File: src/hist_pkg.sv
// shared constants for the histogrammer; the geometry values here are also reported on the bus
`default_nettype none

package hist_pkg;

    localparam logic [7:0] VERSION = 8'd1;
    localparam int REG_SIZE = 8;

    // block address is {ccol, qrow}
    localparam int CCOL_WIDTH = 6;
    localparam int QROW_WIDTH = 8;
    localparam int NUM_CCOL = 56;
    localparam int MEM_ADDR_WIDTH = 14;

    localparam int PIXELS_PER_BLOCK = 16;
    localparam int PIXEL_ADDR_WIDTH = 4;
    localparam int PIXEL_BITS = 8;
    localparam int BLOCK_BITS = 128;

    // bit 63 flags a new stream
    localparam int FRAME_BITS = 64;
    localparam int PAYLOAD_BITS = 63;
    localparam int WINDOW_BITS = 51;

    localparam int TAG_BITS = 8;
    localparam int INNER_TAG_BITS = 11;
    localparam int EVENT_BASE_BITS = 26;

    typedef enum logic [2:0] {
        processing,
        push_zero,
        push_fifo,
        try_push_fifo,
        push_new_stream,
        idle
    } decoder_state_t;

endpackage

`default_nettype wire

File: src/window_offset.sv
// bit offset into the current frame; one event never spans more than one frame boundary
`default_nettype none

module window_offset (
    input  wire        BUS_CLK,
    input  wire        RST,
    input  wire        restart,
    input  wire        advance,
    input  wire        new_stream,
    input  wire        is_last,
    input  wire        inner_tag,
    input  wire        is_neighbor,
    output logic [7:0] offset,
    output logic       frame_crossed
);

    logic [7:0] length;
    logic [7:0] sum;

    // event length from the optional fields
    always_comb begin
        length = 8'(hist_pkg::EVENT_BASE_BITS);
        if (is_neighbor) begin
            length = length - 8'(hist_pkg::QROW_WIDTH);
        end
        if (is_last) begin
            length = length + 8'(hist_pkg::CCOL_WIDTH);
        end
        if (new_stream) begin
            length = length + 8'(hist_pkg::TAG_BITS);
        end
        if (inner_tag) begin
            length = length + 8'(hist_pkg::INNER_TAG_BITS);
        end
    end

    assign sum           = offset + length;
    assign frame_crossed = (sum > 8'(hist_pkg::PAYLOAD_BITS - 1));

    always_ff @(posedge BUS_CLK) begin
        if (RST || restart) begin
            offset <= '0;
        end else if (advance) begin
            offset <= frame_crossed ? sum - 8'(hist_pkg::PAYLOAD_BITS) : sum;
        end
    end

endmodule

`default_nettype wire

File: config.mk
export PLATFORM = sky130hd
export DESIGN_NAME = window_offset
export DESIGN_NICKNAME = d
export VERILOG_FILES = /design/src/hist_pkg.sv /design/src/window_offset.sv
export SDC_FILE = /design/constraint.sdc
export NUM_CORES = 1
export LEC_CHECK = 0
export ABC_AREA = 1
export BUFFER_PORTS_ARGS = -buffer_cell sky130_fd_sc_hd__buf_2
export CAP_MARGIN = 10
export CORE_MARGIN = 2
export CORE_UTILIZATION = 45
export DETAILED_ROUTE_END_ITERATION = 6
export PLACE_DENSITY_LB_ADDON = 0.3
export SYNTH_ARGS = -nofsm -noshare
export SYNTH_HDL_FRONTEND = slang
export SYNTH_SLANG_ARGS = --single-unit
File: constraint.sdc
create_clock -name BUS_CLK -period 3.8 [get_ports BUS_CLK]
set_clock_uncertainty 0.1 [all_clocks]
set_input_delay 0.19 -clock BUS_CLK [delete_from_list [all_inputs] [get_ports BUS_CLK]]
set_output_delay 0.19 -clock BUS_CLK [all_outputs]
set_load 0.005 [all_outputs]
-- Word-level counts from Yosys, hierarchy flattened
Index checks and enable logic that the tools add are counted.
- output and inout bits: 9
- word-level logic and storage cells: 13
- input port bits: 8
- register bits: 8
- muxes and demuxes: 5
- $add $sub $neg: 5
- reduce and logical (&&, ||, !) cells: 1
- magnitude comparators: 1
- operators by type and width (kind ; count):
    two-way mux 8 bit ; 4
    adder 8 x 4 -> 8 bit, second input constant ; 2
    adder 8 x 3 -> 8 bit, second input constant ; 1
    adder 8 bit ; 1
    greater-than comparator 8 x 6 -> 1 bit, second input constant ; 1
    subtractor 8 x 6 -> 8 bit, second input constant ; 1
    two-way mux 4 bit ; 1
    logical OR 1 bit ; 1

-- Longest topological paths before layout
- depth in word-level cells: 10
- depth in mapped cells: 23
- gate-level depth less buffers: 23

-- Least setup slack after synthesis
No wires, ideal clock.
- kind: in2reg
- start point: input is_last
- end point: register offset[3]
- required time: 3.591 ns
- stages on the path: 22
- path buffers: 0
- library setup time: 0.109 ns
- arrival time: 2.518 ns
- path slack: 1.073 ns
- cell sequence: inv_1 ha_1 nand2_1 inv_1 nor2_1 ha_1 o21ai_0 inv_1 ha_1 nand2_1 inv_1 nand3_2 nand2_1 nand2_1 nand2_2 nand3_4 nand3_4 nand2_1 nand2_1 nand3_1 nand2_1 inv_1
- longest elaborated chain between the ends: 8
- elaborated cells on any way between the ends: 9
- classes of those cells: add/sub: 4; order compare: 1; mux: 4
- ends and longest elaborated chain (item ; line ; text):
    start: declaration ; window_offset.sv:10 ; input wire is_last,
    two-way mux 8 bit (*) ; window_offset.sv:26 ; if (is_last) begin
    adder 8 x 4 -> 8 bit ; window_offset.sv:30 ; length = length + 8'(hist_pkg::TAG_BITS);
    two-way mux 8 bit (*) ; window_offset.sv:29 ; if (new_stream) begin
    adder 8 x 4 -> 8 bit ; window_offset.sv:33 ; length = length + 8'(hist_pkg::INNER_TAG_BITS);
    two-way mux 8 bit (*) ; window_offset.sv:32 ; if (inner_tag) begin
    adder 8 bit (*) ; window_offset.sv:37 ; assign sum = offset + length;
    greater-than comparator 8 x 6 -> 1 bit (*) ; window_offset.sv:38 ; assign frame_crossed = (sum > 8'(hist_pkg::PAYLOAD_BITS - 1));
    via frame_crossed ; window_offset.sv:14 ; output logic frame_crossed
    two-way mux 8 bit (*) ; window_offset.sv:44 ; offset <= frame_crossed ? sum - 8'(hist_pkg::PAYLOAD_BITS) : sum;
    end signal: assignment ; window_offset.sv:44 ;
    end: declaration ; window_offset.sv:13 ; output logic [7:0] offset,
Mark *: on every way through the listed nets, which the timed path passes. The rest lies on a longest branch.
A chain may end at the register's enable or synchronous reset.

-- Worst setup path in the final report
- start point: input is_last
- end point: output frame_crossed
- longest elaborated chain between the ends: 7
- ends and longest elaborated chain (item ; line):
    two-way mux 8 bit (*) ; window_offset.sv:26
    adder 8 x 4 -> 8 bit ; window_offset.sv:30
    two-way mux 8 bit (*) ; window_offset.sv:29
    adder 8 x 4 -> 8 bit ; window_offset.sv:33
    two-way mux 8 bit (*) ; window_offset.sv:32
    adder 8 bit (*) ; window_offset.sv:37
    greater-than comparator 8 x 6 -> 1 bit (*) ; window_offset.sv:38
    end: declaration ; window_offset.sv:14
Mark *: on every way between the ends. The rest lies on a longest branch, timed or not.

==> flow_metrics.tcl <==
set metrics [dict create \
    status "finished, final reports clean" \
    reg.largest.list "offset (8)" \
    ys.flop_type "dfxtp_1" \
    fillers 290 \
    die_h_um 56.8 \
    fin_tns_setup_ps 0 \
    grt_use_total_pct 18.0 \
    wl_met2_um 1250 \
    vdd_drop_max_v 0.000222 \
    drc 0 \
    crit_chain "buf_2, inv_1, ha_1, nand2_1, inv_1, nor2_1, ha_1, o21ai_0, inv_1, ha_1, nand2_1, inv_1, nand3_2, nand2_1, nand2_1, nand2_2, nand3_4, nand3_4, buf_2" \
    ys_seq_area_share_pct 12.8 \
    core_area_um2 2710 \
    worst_pin_slew_ps 282 \
    synth-edff-count 0 \
    clock-sinks 8 \
    final.min_clock_period_ps 3030 \
    max_freq_mhz 330 \
    ctsHoldBuffers 0 \
    clk_latency_ps 250 \
    dr.pass1.iters 4 \
    post_cts_buffers 0 \
    drtAntennaViolNets 0 \
    grt_max_degree 12 \
    yosys.area.top_type "nand2_1" \
    cts-buffers-inserted 3 \
    hold_viol_final 0 \
    endpoint_kind "output pin" \
    crit_type "in2out" \
    slowest_delay_ps 340 \
    largest_register_ffs 8 \
    cts_buffer_depth 2 \
    grt_pass1_wl_um 4600 \
    cp.required_ps 3510 \
    syn_area_um2 1250 \
    layout.nets 244 \
    cts_resized 0 \
    drive_gt1_share_pct 21.1 \
    grt_pass1_vias 1085 \
    critical-path-slowest-cell "ha_1" \
    final_cell_mix "52 x nand2_1, 41 x inv_1, 18 x nor2_1" \
    relSlewSlack_pct 81.1 \
    hpwl_um 2290 \
    fin_area_um2 1390 \
    dr_wl_met3_um 111 \
    tritoncts "done" \
    dieArea_um2 3220 \
    top_layer "met4" \
    syn-num-nets 225 \
    cts_root_buf "clkbuf_4" \
    synth_warnings 0 \
    synthCells 201 \
    synth_cell_types 27 \
    ys_top_cells_by_area "nand2_1 16%, ha_1 15%, dfxtp_1 13%" \
    avgSynthCellArea_um2 6.24 \
    fin_crit_sh_pct 79.8 \
    hp-class "in2reg" \
    io_pins 17 \
    wl_um 2660 \
    wl_per_cell_um 10.7 \
    p_per_area_nw_per_um2 274 \
    synthArstFlopShare_pct 0 \
    start_util_pct 46.3 \
    synth_top_area_share_pct 15.6 \
    setup_viol 0 \
    layout_commonest_cell "nand2_1" \
    dieWidth_um 56.8 \
    numPortBuffers 16 \
    drv_slew 0 \
    crit_fanout 8 \
    vias_per_cell 4.89 \
    max-cap-violations 0 \
    vias 1217 \
    cp.arrival_ps 2740 \
    start_kind "primary input" \
    p_leak_uw 0.000811 \
    placed_area_um2 1360 \
    grt_setup_unrepaired "no" \
    routabilityCongestion 0.871 \
    antenna_found_initial 0 \
    ys_ff_latch 8 \
    wl_met1_um 1280 \
    worst_setup_hold_path_clk_slew_ps 50 \
    area_delta_synth_final_pct 10.6 \
    grt-ovfl-total 0 \
    drt-initial-drc-count 40 \
    htreeDepth 1 \
    antenna_cells 0 \
    largest-register "offset" \
    num_rows 19 \
]
==> synth_stat cells (2+ instances only) <==
master and number:
nor2_4 4, ha_1 15, inv_2 2, nand4_1 5, a21oi_1 5, dfxtp_1 8, inv_1 41, nand3_1 17
nand3_4 2, a21oi_2 3, nor2_1 18, o21ai_1 2, nand2_2 6, xnor2_1 2, o21ai_0 2, xor2_1 2
nand2_1 52, nand3_2 6
==> logic make-up (layout without fill, tap and decap cells) <==
| family | after synthesis | after routing | synth area share, % |
|---|---|---|---|
| simple gates | 115 | 115 | 47.3 |
| compound gates | 12 | 12 | 5.69 |
| fa+ha+maj | 16 | 16 | 16.6 |
| xor+xnor | 5 | 5 | 4.09 |
| buf+inv | 45 | 62 | 13.6 |
| flops | 8 | 8 | 12.8 |
==> per-layer routing <==
layer,vias to the layer above,GRT usage (%)
li1,659,-
met1,524,24.4
met2,30,29.9
met3,4,1.38
met4,0,5.98
met5,-,0
==> worst max-delay path, delay by kind of cell <==
kind                     cells  cell delay [ps]
adder cells (fa/ha/maj)      3              910
AND/OR/NAND/NOR              9             1000
AO/OA/AOI/OAI                1              160
buffers and inverters        6              480
==> final cells by class <==
| cell class | instances | area, µm² | share of cell area, % |
|---|---|---|---|
| clock buffer | 3 | 22.5 | 1.62 |
| inverter | 43 | 161 | 11.6 |
| multi-input combinational | 148 | 923 | 66.6 |
| sequential | 8 | 160 | 11.6 |
| tap | 31 | 38.8 | 2.80 |
| timing repair buffer | 16 | 80.1 | 5.78 |
==> final timing paths <==
kind                     startpoint                     end  slack, ps  cells past startpoint
max                         is_last           frame_crossed        770                     19
min                             RST  offset[7]$_SDFFE_PP0P_        200                      3
min reg2reg  offset[6]$_SDFFE_PP0P_  offset[6]$_SDFFE_PP0P_        430                      2
max reg2reg  offset[0]$_SDFFE_PP0P_  offset[3]$_SDFFE_PP0P_       1330                     13
==> power by group <==
group,total [µW],switching (µW),internal [µW]
Sequential,95.3,6.02,89.3
Clock,64.5,28.4,36.1
Combinational,220,139,81.0
Total,379,173,206
==> through the flow <==
step | util [%] | cells | setup WS [ps] | hold slack [ps] | power (µW)
2_1_floorplan | - | 201 | 1070 | 334 | 269
3_3_place_gp | 50.3 | 246 | 713 | 423 | 316
4_1_cts | 51.2 | 249 | 767 | 184 | 384
5_1_grt | 51.2 | 249 | 461 | 211 | 419
6_report | 51.2 | 249 | 769 | 197 | 379
3_5_place_dp | 50.3 | 246 | 663 | 420 | 316
Note: power is estimated with default switching activity, not from simulation.
