<file path="src/hist_pkg.sv">
// shared constants for the histogrammer; the geometry values here are also reported on the bus
`default_nettype none

package hist_pkg;

    localparam logic [7:0] VERSION = 8'd1;
    localparam int REG_SIZE = 8;

    // block address is {ccol, qrow}
    localparam int CCOL_WIDTH = 6;
    localparam int QROW_WIDTH = 8;
    localparam int NUM_CCOL = 56;
    localparam int MEM_ADDR_WIDTH = 14;

    localparam int PIXELS_PER_BLOCK = 16;
    localparam int PIXEL_ADDR_WIDTH = 4;
    localparam int PIXEL_BITS = 8;
    localparam int BLOCK_BITS = 128;

    // bit 63 flags a new stream
    localparam int FRAME_BITS = 64;
    localparam int PAYLOAD_BITS = 63;
    localparam int WINDOW_BITS = 51;

    localparam int TAG_BITS = 8;
    localparam int INNER_TAG_BITS = 11;
    localparam int EVENT_BASE_BITS = 26;

    typedef enum logic [2:0] {
        processing,
        push_zero,
        push_fifo,
        try_push_fifo,
        push_new_stream,
        idle
    } decoder_state_t;

endpackage

`default_nettype wire

</file>
<file path="src/bus_regs.sv">
// register map; reading address 7 gives overflow in bit 7 and recording in bit 6
`default_nettype none

module bus_regs #(
    parameter int ABUS_WIDTH = 32
) (
    input  wire                   BUS_CLK,
    input  wire                   RST,
    input  wire  [ABUS_WIDTH-1:0] bus_add,
    input  wire  [7:0]            bus_data_in,
    input  wire                   bus_rd,
    input  wire                   bus_wr,
    input  wire                   fifo_full,
    input  wire  [7:0]            event_count,
    input  wire  [7:0]            mem_rd_data,
    output logic                  soft_rst,
    output logic                  recording,
    output logic [7:0]            bus_data_out
);

    logic       overflow;
    logic       mem_sel;
    logic [7:0] reg_q;

    assign soft_rst = RST || (bus_wr && (bus_add == '0));

    always_ff @(posedge BUS_CLK) begin
        if (soft_rst) begin
            recording <= 1'b0;
            overflow  <= 1'b0;
            mem_sel   <= 1'b0;
            reg_q     <= '0;
        end else begin
            if (bus_wr && (bus_add == ABUS_WIDTH'(7))) begin
                recording <= bus_data_in[7];
            end
            // sticky until the next soft reset
            if (fifo_full) begin
                overflow <= 1'b1;
            end
            mem_sel <= bus_rd && (bus_add >= hist_pkg::REG_SIZE) && !recording;
            reg_q   <= '0;
            if (bus_rd) begin
                case (bus_add)
                    ABUS_WIDTH'(0): reg_q <= hist_pkg::VERSION;
                    ABUS_WIDTH'(1): reg_q <= event_count;
                    ABUS_WIDTH'(5): reg_q <= 8'(hist_pkg::MEM_ADDR_WIDTH);
                    ABUS_WIDTH'(6): reg_q <= 8'(hist_pkg::REG_SIZE);
                    ABUS_WIDTH'(7): reg_q <= {overflow, recording, 6'b0};
                    default:        reg_q <= '0;
                endcase
            end
        end
    end

    assign bus_data_out = mem_sel ? mem_rd_data : reg_q;

endmodule

`default_nettype wire

</file>
<file path="config.mk">
export PLATFORM = sky130hd
export DESIGN_NAME = bus_regs
export DESIGN_NICKNAME = d
export VERILOG_FILES = /design/src/hist_pkg.sv /design/src/bus_regs.sv
export SDC_FILE = /design/constraint.sdc
export NUM_CORES = 1
export LEC_CHECK = 0
export BUFFER_PORTS_ARGS = -buffer_cell sky130_fd_sc_hd__buf_2
export CAP_MARGIN = 10
export CELL_PAD_IN_SITES_DETAIL_PLACEMENT = 0
export CELL_PAD_IN_SITES_GLOBAL_PLACEMENT = 1
export CORE_ASPECT_RATIO = 0.75
export CORE_MARGIN = 4
export CORE_UTILIZATION = 21
export DETAILED_ROUTE_END_ITERATION = 12
export GPL_TIMING_DRIVEN = 0
export PLACE_DENSITY = 0.8
export SYNTH_ARGS = -nofsm -noshare
export SYNTH_HDL_FRONTEND = slang
export SYNTH_SLANG_ARGS = --single-unit
</file>
<file path="constraint.sdc">
create_clock -name BUS_CLK -period 1.8 [get_ports BUS_CLK]
set_input_delay 0.09 -clock BUS_CLK [delete_from_list [all_inputs] [get_ports BUS_CLK]]
set_output_delay 0.09 -clock BUS_CLK [all_outputs]
set_load 0.005 [all_outputs]
</file>
; ---- After elaboration in Yosys (flattened, before gate mapping)
; Index checks and enable logic that the tools add are counted.
; W data, S select, Z words.
[op_classes]
n_lt_le_gt_ge = 1
n_eq_ne = 4
muxes = 2
n_bitwise = 1
n_reduce_logical = 8
[ops]
columns = operator, count
row1 = $eq A32 B3 Y1 const B, 3
row2 = $pmux W8 S5, 1
row3 = $eq A32 B1 Y1 const B, 1
row4 = $ge A32 B4 Y1 const B, 1
row5 = $logic_not A32 Y1, 1
row6 = $mux W8, 1
row7 = $logic_and A1 B1 Y1, 4
row8 = $reduce_or A2 Y1, 1
row9 = $logic_not A1 Y1, 1
row10 = $logic_or A1 B1 Y1, 1
row11 = $not A1 Y1, 1
[word_totals]
register_bits = 11
input_bits = 61
out_inout_bits = 10
wordCells = 20

; ---- Depth between registers and ports, before layout
[depth]
depth_word = 4
mapped_depth = 4
mapped_depth_nobuf = 4

; ---- Least setup slack after synthesis
; No wires, ideal clock.
[synth_timing]
kind = input to register
from = input port bus_add[17]
to = register reg_q[0]
setup_ns = 0.092
arrival_time_ns = 1.010
required_time_ns = 1.708
setup_slack_ns = 0.698
path_stages = 4
path_buffers = 0
cell_sequence = nor4_1 > nand4_1 > or2_1 > nor4_1
[synth_between]
elab_chain_len = 4
word_cells_on_any_way = 9
classes_between = 4 x eq/ne / 1 x mux / 4 x reduce/logical
[synth_lines]
columns = item, line_no
row1 = "start, declared", bus_regs.sv:9  ; input wire [ABUS_WIDTH-1:0] bus_add,
row2 = "parallel branches: the longest is 4 deep, another holds $eq A32 B3 Y1", n/a
row3 = "end signal, assigned", bus_regs.sv:45  ; ABUS_WIDTH'(0): reg_q <= hist_pkg::VERSION;
row4 = "end signal, assigned", bus_regs.sv:46  ; ABUS_WIDTH'(1): reg_q <= event_count;
row5 = "end signal, assigned", bus_regs.sv:47  ; ABUS_WIDTH'(5): reg_q <= 8'(hist_pkg::MEM_ADDR_WIDTH);
row6 = "end, declared", bus_regs.sv:23  ; logic [7:0] reg_q;
; Several ways; the timed one is not identified.
; A chain may end at the register's enable or synchronous reset.

; ---- Worst setup path after layout
[layout_timing]
from = register mem_sel
to = output port bus_data_out[7]
[layout_between]
elab_chain_len = 1
[layout_lines]
columns = item, line_no
row1 = "start, declared", bus_regs.sv:22  ; logic mem_sel;
row2 = "start signal, assigned", bus_regs.sv:41  ; mem_sel <= bus_rd && (bus_add >= hist_pkg::REG_SIZE) && !recording;
row3 = $mux W8, bus_regs.sv:56  ; assign bus_data_out = mem_sel ? mem_rd_data : reg_q;
row4 = "end, declared", bus_regs.sv:18  ; output logic [7:0] bus_data_out
; Every way passes these cells.

==> out/qor.yml <==
path_clk_slew_ns: 0.04
cap_violations: 0
tightestPinTransition_ns: 0.414
dr_total_vias: 745
p_total_uw: 593
worstHoldPathCells: 2
cts_tree: "done"
die_area_um2: 3750
hold_class: "primary input to flip-flop"
track_usage_pct: 9.91
drt-total-wl_um: 1850
dominantRegCellSynth: "dfxtp_1"
yosysTopAreaCell: "dfxtp_1"
hp-start: "RST"
p_sw_share_pct: 21.4
reg2reg_slack_ns: 1.12
clock-root-buffer: "clkbuf_8"
synth.area.top_cells: "dfxtp_1 37%, mux2_2 15%, nor4_1 8.4%, and3_1 5.3%, nor2b_1 4.2%"
pwr-share-seq_pct: 41.8
syn_inst: 65
hold_viol_final: 0
crit_chain: "clkbuf_1 -> mux2_2 -> buf_2"
required_ns: 1.71
reg2regPathDepth: 2
yosysMostFrequentCell: "dfxtp_1"
die_w_um: 69.4
core_area_um2: 2660
cts_setup_buffers: 0
nNetsFinal: 194
status: "complete, no violations"
async_flop_share_pct: 0
drtIter0Drc: 6
antenna_found_initial: 0
drc: 0
clock_skew_ns: 0.00129
worstHoldEndpoint: "overflow"
detail_route.first_pass.iterations: 3
clock_path_buffers: 2
ir_drop_mv: 0.252
fin_ws_ns: 0.328
synth_top_area_share_pct: 37.1
syn_area_per_cell_um2: 9.14
crit_type: "flip-flop to output port"
post-route-period-util_pct: 81.8
synth_nets: 126
h-tree-depth: 1
synthTopCellsByCount: "11 x dfxtp_1, 8 x mux2_2, 8 x nor4_1"
max-slew-margin-rel_pct: 72.4
nFillCells: 287
grt_pass1_wl_um: 2950
switchingPower_uw: 127
ios: 71
cts-resized-gates: 0
fin_util_pct: 37.5
power_leakage_uw: 0.000506
startpoint_type: "flip-flop"
via_per_inst: 4.43
grt_pass1_vias: 697
antenna_left: 0
yosysSeqAreaShare_pct: 37.1
place_ws_ns: 0.372
setup-violations-final: 0
drive_above_1_share_pct: 56.8
numCtsBuffers: 3
yosysWarnings: 0
setup_tns_ns: 0
yosysUniqueCellTypes: 23
syn_area_um2: 594
p_per_area_nw_per_um2: 593
clock_latency_ns: 0.23
timing.hold.ws_ns: 0.0606
register_area_um2: 220
multi_input_area_um2: 363
post-route-min-period_ns: 1.47
p_clk_share_pct: 40.1
cts_sinks: 11
gp_congestion: 0.720
dp_hpwl_um: 1690
final_max_slew_viol_count: 0
start_util_pct: 22.3
row_count: 16
hold_buffers: 0
rsz0062_at_grt: "false"
crit_path_end_kind: "output port"
grt.overflow.total: 0
fmax_ghz: 0.680
max_stage_delay_ns: 0.39
crit_arrival_ns: 1.38
grt_max_degree: 9
synthToLayoutAreaGrowth_pct: 68.2
n_antenna_cell: 0
place.port_buffers: 63
routedWlPerCell_um: 11.0
crit_fanout: 8
synth_edf_count: 0
die_h_um: 54.1
worstReg2RegStart: "recording"
worstReg2RegEnd: "recording"
ys_seq_elements: 11
slowest_stage: "mux2_2"
p_int_uw: 466
p_comb_share_pct: 18.1
-- power groups by stage --
stage / Sequential, uW / Clock (uW) / Combinational [uW]
after floorplan: 252 / 0 / 35.0
after global placement: 253 / 0 / 105
after detailed placement: 253 / 0 / 108
final: 248 / 238 / 107
after CTS: 248 / 243 / 109
after global routing: 248 / 262 / 121
-- state kept, by name, indices dropped and copies added (netlist names) --
| register | cells |
|---|---|
| overflow | 1 |
| recording | 1 |
| reg_q | 8 |
| mem_sel | 1 |
-- worst max-delay path, delay by kind of cell, from the launching register on --
family | cells | cell delay [ns]
buffers and inverters | 2 | 0.46
DFF | 1 | 0.30
muxes | 1 | 0.39
-- kinds of logic after synthesis --
group                  share of synthesized area (%)
AND/OR/NAND/NOR                                 30.7
flip-flops                                      37.1
multiplexers                                    15.2
buffers and inverters                           1.89
AO/OA/AOI/OAI                                   15.2
-- area by class of cell --
type                    count  area share [%]
repair buffers             63            31.5
inverters                   2           0.751
multi-input cells          51            36.3
plain buffers               1           0.375
clock buffers               4            4.51
flip-flops and latches     11            22.0
well taps                  36            4.51
-- how the worst max path moves through the flow --
stage           startpoint         endpoint  slack (ns)  cells after the start
6_report           mem_sel  bus_data_out[7]        0.33                      3
5_1_grt            mem_sel  bus_data_out[2]        0.24                      3
4_1_cts            mem_sel  bus_data_out[7]        0.31                      3
3_5_place_dp   bus_add[24]         reg_q[3]        0.37                      5
3_3_place_gp   bus_add[20]         reg_q[4]        0.42                      5
2_1_floorplan  bus_add[17]         reg_q[0]        0.70                      4
-- metrics by stage --
step / area, um2 / instances
after global routing: 1000 / 168
after global placement: 955 / 164
after detailed placement: 955 / 164
final: 1000 / 168
after floorplan: 594 / 65
after CTS: 1000 / 168
-- layout by cell type (no fill, tap or decap) --
cell	instances
o2111a_1	2
and2_1	1
nor4_2	1
a211oi_1	1
o311ai_0	1
nand4_1	2
nor3_1	3
a21o_1	1
inv_1	2
o21a_1	1
nor4_1	8
or2_1	1
dfxtp_1	11
clkbuf_1	2
nor2b_1	4
nor2_1	4
nand3_1	1
buf_2	63
a22oi_1	2
o21ai_0	3
mux2_2	8
a31oi_1	1
clkbuf_8	3
and3_1	5
nand2_1	1
-- metal layers --
| layer | track usage, % | wire length (um) | part of all wire [%] |
|---|---|---|---|
| met1 | 11.5 | 792 | 43 |
| met5 | 0 | 0 | 0 |
| met4 | 2.92 | 19 | 1.0 |
| met3 | 5.22 | 236 | 13 |
| met2 | 16.1 | 805 | 43 |
Power figures use the tool's default switching activity.
