==> src/hist_pkg.sv <==
// shared constants for the histogrammer; the geometry values here are also reported on the bus
`default_nettype none

package hist_pkg;

    localparam logic [7:0] VERSION = 8'd1;
    localparam int REG_SIZE = 8;

    // block address is {ccol, qrow}
    localparam int CCOL_WIDTH = 6;
    localparam int QROW_WIDTH = 8;
    localparam int NUM_CCOL = 56;
    localparam int MEM_ADDR_WIDTH = 14;

    localparam int PIXELS_PER_BLOCK = 16;
    localparam int PIXEL_ADDR_WIDTH = 4;
    localparam int PIXEL_BITS = 8;
    localparam int BLOCK_BITS = 128;

    // bit 63 flags a new stream
    localparam int FRAME_BITS = 64;
    localparam int PAYLOAD_BITS = 63;
    localparam int WINDOW_BITS = 51;

    localparam int TAG_BITS = 8;
    localparam int INNER_TAG_BITS = 11;
    localparam int EVENT_BASE_BITS = 26;

    typedef enum logic [2:0] {
        processing,
        push_zero,
        push_fifo,
        try_push_fifo,
        push_new_stream,
        idle
    } decoder_state_t;

endpackage

`default_nettype wire

==> src/frame_fifo.sv <==
// 32-deep frame FIFO on BUS_CLK; writes while full and reads while empty are ignored
`default_nettype none

module frame_fifo (
    input  wire                              BUS_CLK,
    input  wire                              RST,
    input  wire                              wr_en,
    input  wire  [hist_pkg::FRAME_BITS-1:0]  wr_data,
    input  wire                              rd_en,
    output logic [hist_pkg::FRAME_BITS-1:0]  rd_data,
    output logic                             full,
    output logic                             empty
);

    localparam int ADDR_WIDTH = 5;

    logic [hist_pkg::FRAME_BITS-1:0] mem [2**ADDR_WIDTH];
    logic [hist_pkg::FRAME_BITS-1:0] swapped;
    logic [ADDR_WIDTH:0]             wr_ptr;
    logic [ADDR_WIDTH:0]             rd_ptr;

    // first received byte lands in the top byte
    always_comb begin
        for (int i = 0; i < hist_pkg::FRAME_BITS / 8; i++) begin
            swapped[8*i +: 8] = wr_data[hist_pkg::FRAME_BITS-8-8*i +: 8];
        end
    end

    always_ff @(posedge BUS_CLK) begin
        if (wr_en && !full) begin
            mem[wr_ptr[ADDR_WIDTH-1:0]] <= swapped;
        end
    end

    always_ff @(posedge BUS_CLK) begin
        if (RST) begin
            wr_ptr <= '0;
            rd_ptr <= '0;
        end else begin
            if (wr_en && !full) begin
                wr_ptr <= wr_ptr + 1'b1;
            end
            if (rd_en && !empty) begin
                rd_ptr <= rd_ptr + 1'b1;
            end
        end
    end

    // head word is visible before the pop
    assign rd_data = mem[rd_ptr[ADDR_WIDTH-1:0]];
    assign empty   = (wr_ptr == rd_ptr);
    assign full    = (wr_ptr[ADDR_WIDTH] != rd_ptr[ADDR_WIDTH])
                  && (wr_ptr[ADDR_WIDTH-1:0] == rd_ptr[ADDR_WIDTH-1:0]);

endmodule

`default_nettype wire

==> config.mk <==
export PLATFORM = sky130hd
export DESIGN_NAME = frame_fifo
export DESIGN_NICKNAME = d
export VERILOG_FILES = /design/src/hist_pkg.sv /design/src/frame_fifo.sv
export SDC_FILE = /design/constraint.sdc
export NUM_CORES = 2
export LEC_CHECK = 0
export BUFFER_PORTS_ARGS = -buffer_cell sky130_fd_sc_hd__buf_2
export CAP_MARGIN = 5
export CORE_UTILIZATION = 60
export CTS_CLUSTER_DIAMETER = 80
export DETAILED_ROUTE_END_ITERATION = 10
export PLACE_DENSITY = 0.74
export SETUP_SLACK_MARGIN = 0.2
export SLEW_MARGIN = 25
export SYNTH_ARGS = -nofsm -noshare
export SYNTH_HDL_FRONTEND = slang
export SYNTH_SLANG_ARGS = --single-unit
==> constraint.sdc <==
create_clock -name BUS_CLK -period 5.2 [get_ports BUS_CLK]
set_input_delay 0.78 -clock BUS_CLK [delete_from_list [all_inputs] [get_ports BUS_CLK]]
set_output_delay 0.78 -clock BUS_CLK [all_outputs]
set_load 0.01 [all_outputs]
; Yosys cells after proc, flatten, opt, wreduce, memory -nomap -nowiden
; Memory sizes are Yosys's and may differ from the RTL's. A register that Yosys moved wholly into a read port is not among the register bits.
; Cells that the tools add are included.
[word_totals]
elab_cells = 17
mem_bits_rw = 2048
memories = 1
out_inout_bits = 66
regBits = 12
inputBits = 68
[mem_list]
columns = name, words, width, rd, rd_ports_with_merged_regs, wr, line
row1 = mem, 32, 64, 1, 1, 1, frame_fifo.sv:17  ; logic [hist_pkg::FRAME_BITS-1:0] mem [2**ADDR_WIDTH];
[op_classes]
n_addsub = 2
n_reduce_logical = 5
eq_ne = 3
mux = 4
[ops]
columns = op, count
row1 = "6-bit by 1-bit adder with 6-bit output, second input constant", 2
row2 = 5-bit two-way mux, 2
row3 = 6-bit equality test, 1
row4 = 5-bit equality test, 1
row5 = 1-bit logical AND, 3
row6 = 1-bit zero test, 2
row7 = 1-bit two-way mux, 2
row8 = 1-bit != test, 1

; Longest topological paths before layout
[logic_depth]
word_depth = 6
mapped_depth = 9
ltp_nobuf = 5

; Worst setup path before layout
; Ideal clock, no wire load.
[synth_path]
kind = input to register
from = input wr_en
to = memory mem[29][0] (netlist bit), enable pin
path_buffers = 0
cell_stages = 3
slack_ns = 0.817
arrival_ns = 3.897
cell_sequence = o21a_1 > nand2_1 > nor2_1
[synth_between]
elab_chain_len = 3
[synth_lines]
columns = element, line
row1 = from (decl), frame_fifo.sv:7  ; input wire wr_en,
row2 = 1-bit logical AND, frame_fifo.sv:30  ; if (wr_en && !full) begin
row3 = 1-bit two-way mux, frame_fifo.sv:30
row4 = 1-bit two-way mux (implied by the code), frame_fifo.sv:31  ; mem[wr_ptr[ADDR_WIDTH-1:0]] <= swapped;
row5 = to (decl), frame_fifo.sv:17
; Every way passes these cells.

==> results.py <==
metrics = {
    "cts": {
        "holdBufCountCts": 0,
        "cts_tree": "done",
        "clock-sinks": 2065,
        "root_buffer": "clkbuf_16",
        "insertion_delay_ns": 0.83,
        "h-tree-depth": 4,
        "ctsResizeCount": 0,
        "cts_max_path_buffers": 3,
        "clk_pin_slew_ns": 0.06,
        "cts_setup_buffers": 0,
        "numCtsBuffers": 195,
    },
    "synth": {
        "ys.flop_type": "edfxtp_1",
        "synthTopCellsByArea": "edfxtp_1 79%, mux4_2 12%, mux2i_1 1.7%",
        "yosys.area.top_type": "edfxtp_1",
        "synthCells": 3491,
        "synth-simple-area-share_pct": 1.64,
        "ys_seq_area_share_pct": 79.0,
        "synth_nets": 3564,
        "async_flop_share_pct": 0,
        "synthAdderAreaFrac_pct": 0.0800,
        "synth_area_um2": 78200,
        "synth_cell_type_count": 45,
        "ys_ff_latch": 2065,
        "yosysWarningCount": 0,
        "synthXorXnorAreaFrac_pct": 0.123,
        "synth_compound_area_share_pct": 3.10,
        "synth_top_family_by_area": "multiplexers",
        "synth_edf_count": 2048,
        "synth.mux.area_fraction_pct": 14.7,
        "avgSynthCellArea_um2": 22.4,
        "yosys.area.top_type_share_pct": 78.6,
    },
    "floorplanning": {
        "core_area_um2": 129000,
        "die_h_um": 363,
        "initial_utilization_pct": 60.4,
        "fp.dieW_um": 363,
        "dieArea_um2": 132000,
        "rows": 132,
        "io_pins": 134,
    },
    "setup_path": {
        "critPathCaptureType": "output pin",
        "r2r_end": "mem[7][3]$_DFFE_PP_",
        "required_ns": 4.42,
        "path_max_fanout": 31,
        "arrival_ns": 4.12,
        "critPathKind": "reg2out",
        "cp-start-kind": "flop",
        "rr_worst_depth": 5,
        "r2r_start": "wr_ptr[3]$_SDFFE_PP0P_",
        "rrSetupSlack_ns": 1.62,
    },
    "run": {
        "cap_violations": 0,
    },
    "pwr": {
        "p_comb_share_pct": 8.4,
        "p_clk_share_pct": 38.7,
        "power_frac_seq_pct": 53.0,
        "power_density_nw_per_um2": 399,
        "p_switching_mw": 7.66,
        "ir_drop_mv": 0.321,
        "p_sw_share_pct": 21.9,
        "intPower_mw": 27.3,
        "leakage_nw": 26.5,
    },
    "timing": {
        "grt_setup_unrepaired": "false",
        "fin_crit_sh_pct": 94.2,
        "final_hold_viol_count": 0,
        "period_needed_ns": 4.90,
        "skew_ns": 0.0238,
        "setup_viol_count_final": 0,
        "max_freq_mhz": 204,
        "slew_violations": 0,
        "hold_slack_ns": 0.320,
        "fin_tns_setup_ns": 0,
        "worstMarginPinSlew_ns": 1.13,
        "relSlewSlack_pct": 24.6,
    },
    "place": {
        "port_buffers": 133,
        "hpwlAfterDp_um": 93100,
        "gp_congestion": 0.780,
    },
    "detailed_routing": {
        "vias": 37500,
        "routed_wl_um": 179000,
        "post_drt_wl_per_cell_um": 31.7,
        "drt-pass1-iter-count": 6,
        "route.detailed.drc": 0,
        "drt_iter0_markers": 4805,
        "antenna_left": 0,
        "viasPerCell": 6.65,
    },
    "final_layout": {
        "syn_to_final_growth_pct": 11.8,
        "mostFrequentLayoutCell": "edfxtp_1",
        "drive_above_1_share_pct": 26.9,
        "nets": 3816,
        "final_cell_mix": "2,048 x edfxtp_1, 409 x mux4_2, 197 x clkbuf_16, 159 x o22ai_1, 136 x mux2i_1",
    },
    "min_path": {
        "hold-path-endpoint": "wr_ptr[1]$_SDFFE_PP0P_",
        "whs_path_depth": 2,
        "hold_path_startpoint": "RST",
        "hold_path_class": "in2reg",
    },
    "global_route": {
        "antenna_found_initial": 13,
        "track_usage_pct": 27.6,
        "grt_pass1_wl_um": 258000,
        "gr-total-overflow": 0,
        "first_global_vias": 37600,
        "grt_max_degree": 99,
    },
    "outcome": {
        "outcome": "completed",
    },
}
-- final cells by class --
cell class                 count  area, um2
tap                         1742       2180
inverter                       3       13.8
sequential                  2065      61900
multi-input combinational   1237      15600
timing repair buffer         241       1800
clock inverter               130       1020
clock buffer                 227       5040
antenna                        2       5.00
fill                        7881      42000
-- worst max-delay path: stages, from the launching register on --
cell      delay, ns
dfxtp_2        0.54
buf_4          0.48
nor2_1         0.17
nand2_2        0.78
o22ai_1        0.17
a211oi_1       0.83
buf_2          0.29
-- per-stage QoR --
stage	worst slack, ns	instances	utilization (%)	total power, mW	area (um2)
floorplan	0.817	3491	-	21.0	78200
global placement	1.29	5288	62.9	21.7	81400
detailed placement	1.30	5288	62.9	21.8	81400
CTS	0.355	5645	67.6	35.1	87500
global route	0.204	5645	67.6	35.9	87500
finish	0.304	5647	67.6	34.9	87500
-- cell families after synthesis --
kind of cell	after synthesis
buffers and inverters	189
AO/OA/AOI/OAI	360
adder cells (fa/ha/maj)	5
flip-flops	2065
multiplexers	625
XOR/XNOR	11
AND/OR/NAND/NOR	236
-- Yosys cell counts, drive strengths merged, types with 5 or more instances --
| master | n |
|---|---|
| clkbuf | 56 |
| nor4 | 15 |
| ha | 5 |
| mux4 | 409 |
| nand2 | 15 |
| nand2b | 6 |
| mux2i | 136 |
| or2 | 5 |
| a21oi | 51 |
| a211oi | 79 |
| a221oi | 24 |
| nor2b | 65 |
| a311oi | 7 |
| buf | 130 |
| xnor2 | 8 |
| a22oi | 27 |
| nor3 | 15 |
| nand3 | 28 |
| nand4 | 10 |
| or3 | 6 |
| mux2 | 80 |
| dfxtp | 17 |
| edfxtp | 2048 |
| a2111oi | 8 |
| nor2 | 51 |
| o22ai | 159 |
-- worst max path at each step --
| stage | startpoint | end | slack (ns) | depth (start not counted) |
|---|---|---|---|---|
| 3_3_place_gp | flop | rd_data[62] | 1.29 | 6 |
| 5_1_grt | flop | rd_data[25] | 0.20 | 6 |
| 6_report | flop | rd_data[62] | 0.30 | 6 |
| 4_1_cts | flop | rd_data[33] | 0.35 | 6 |
| 2_1_floorplan | wr_en | mem[29][0]$_DFFE_PP_ | 0.82 | 3 |
| 3_5_place_dp | flop | rd_data[62] | 1.30 | 6 |
-- power groups by stage --
stage	Combinational [mW]	Sequential, mW	Clock, mW
3_5_place_dp	2.94	18.8	0
2_1_floorplan	2.16	18.8	0
6_report	2.92	18.5	13.5
3_3_place_gp	2.90	18.8	0
4_1_cts	2.96	18.5	13.6
5_1_grt	3.12	18.5	14.3
-- state kept, by name, indices dropped and copies added, names as in the netlist, named ones only --
name and flops:
rd_ptr 6, mem 2048, wr_ptr 6
-- layer usage --
layer	vias up	GRT usage, %	part of all wire (%)
met5	-	0	0.045
met4	16	7.99	2.8
met3	348	5.55	9.5
met2	2017	44.8	49
met1	19700	38.4	38
li1	15400	-	-
Power figures use the tool's default switching activity.
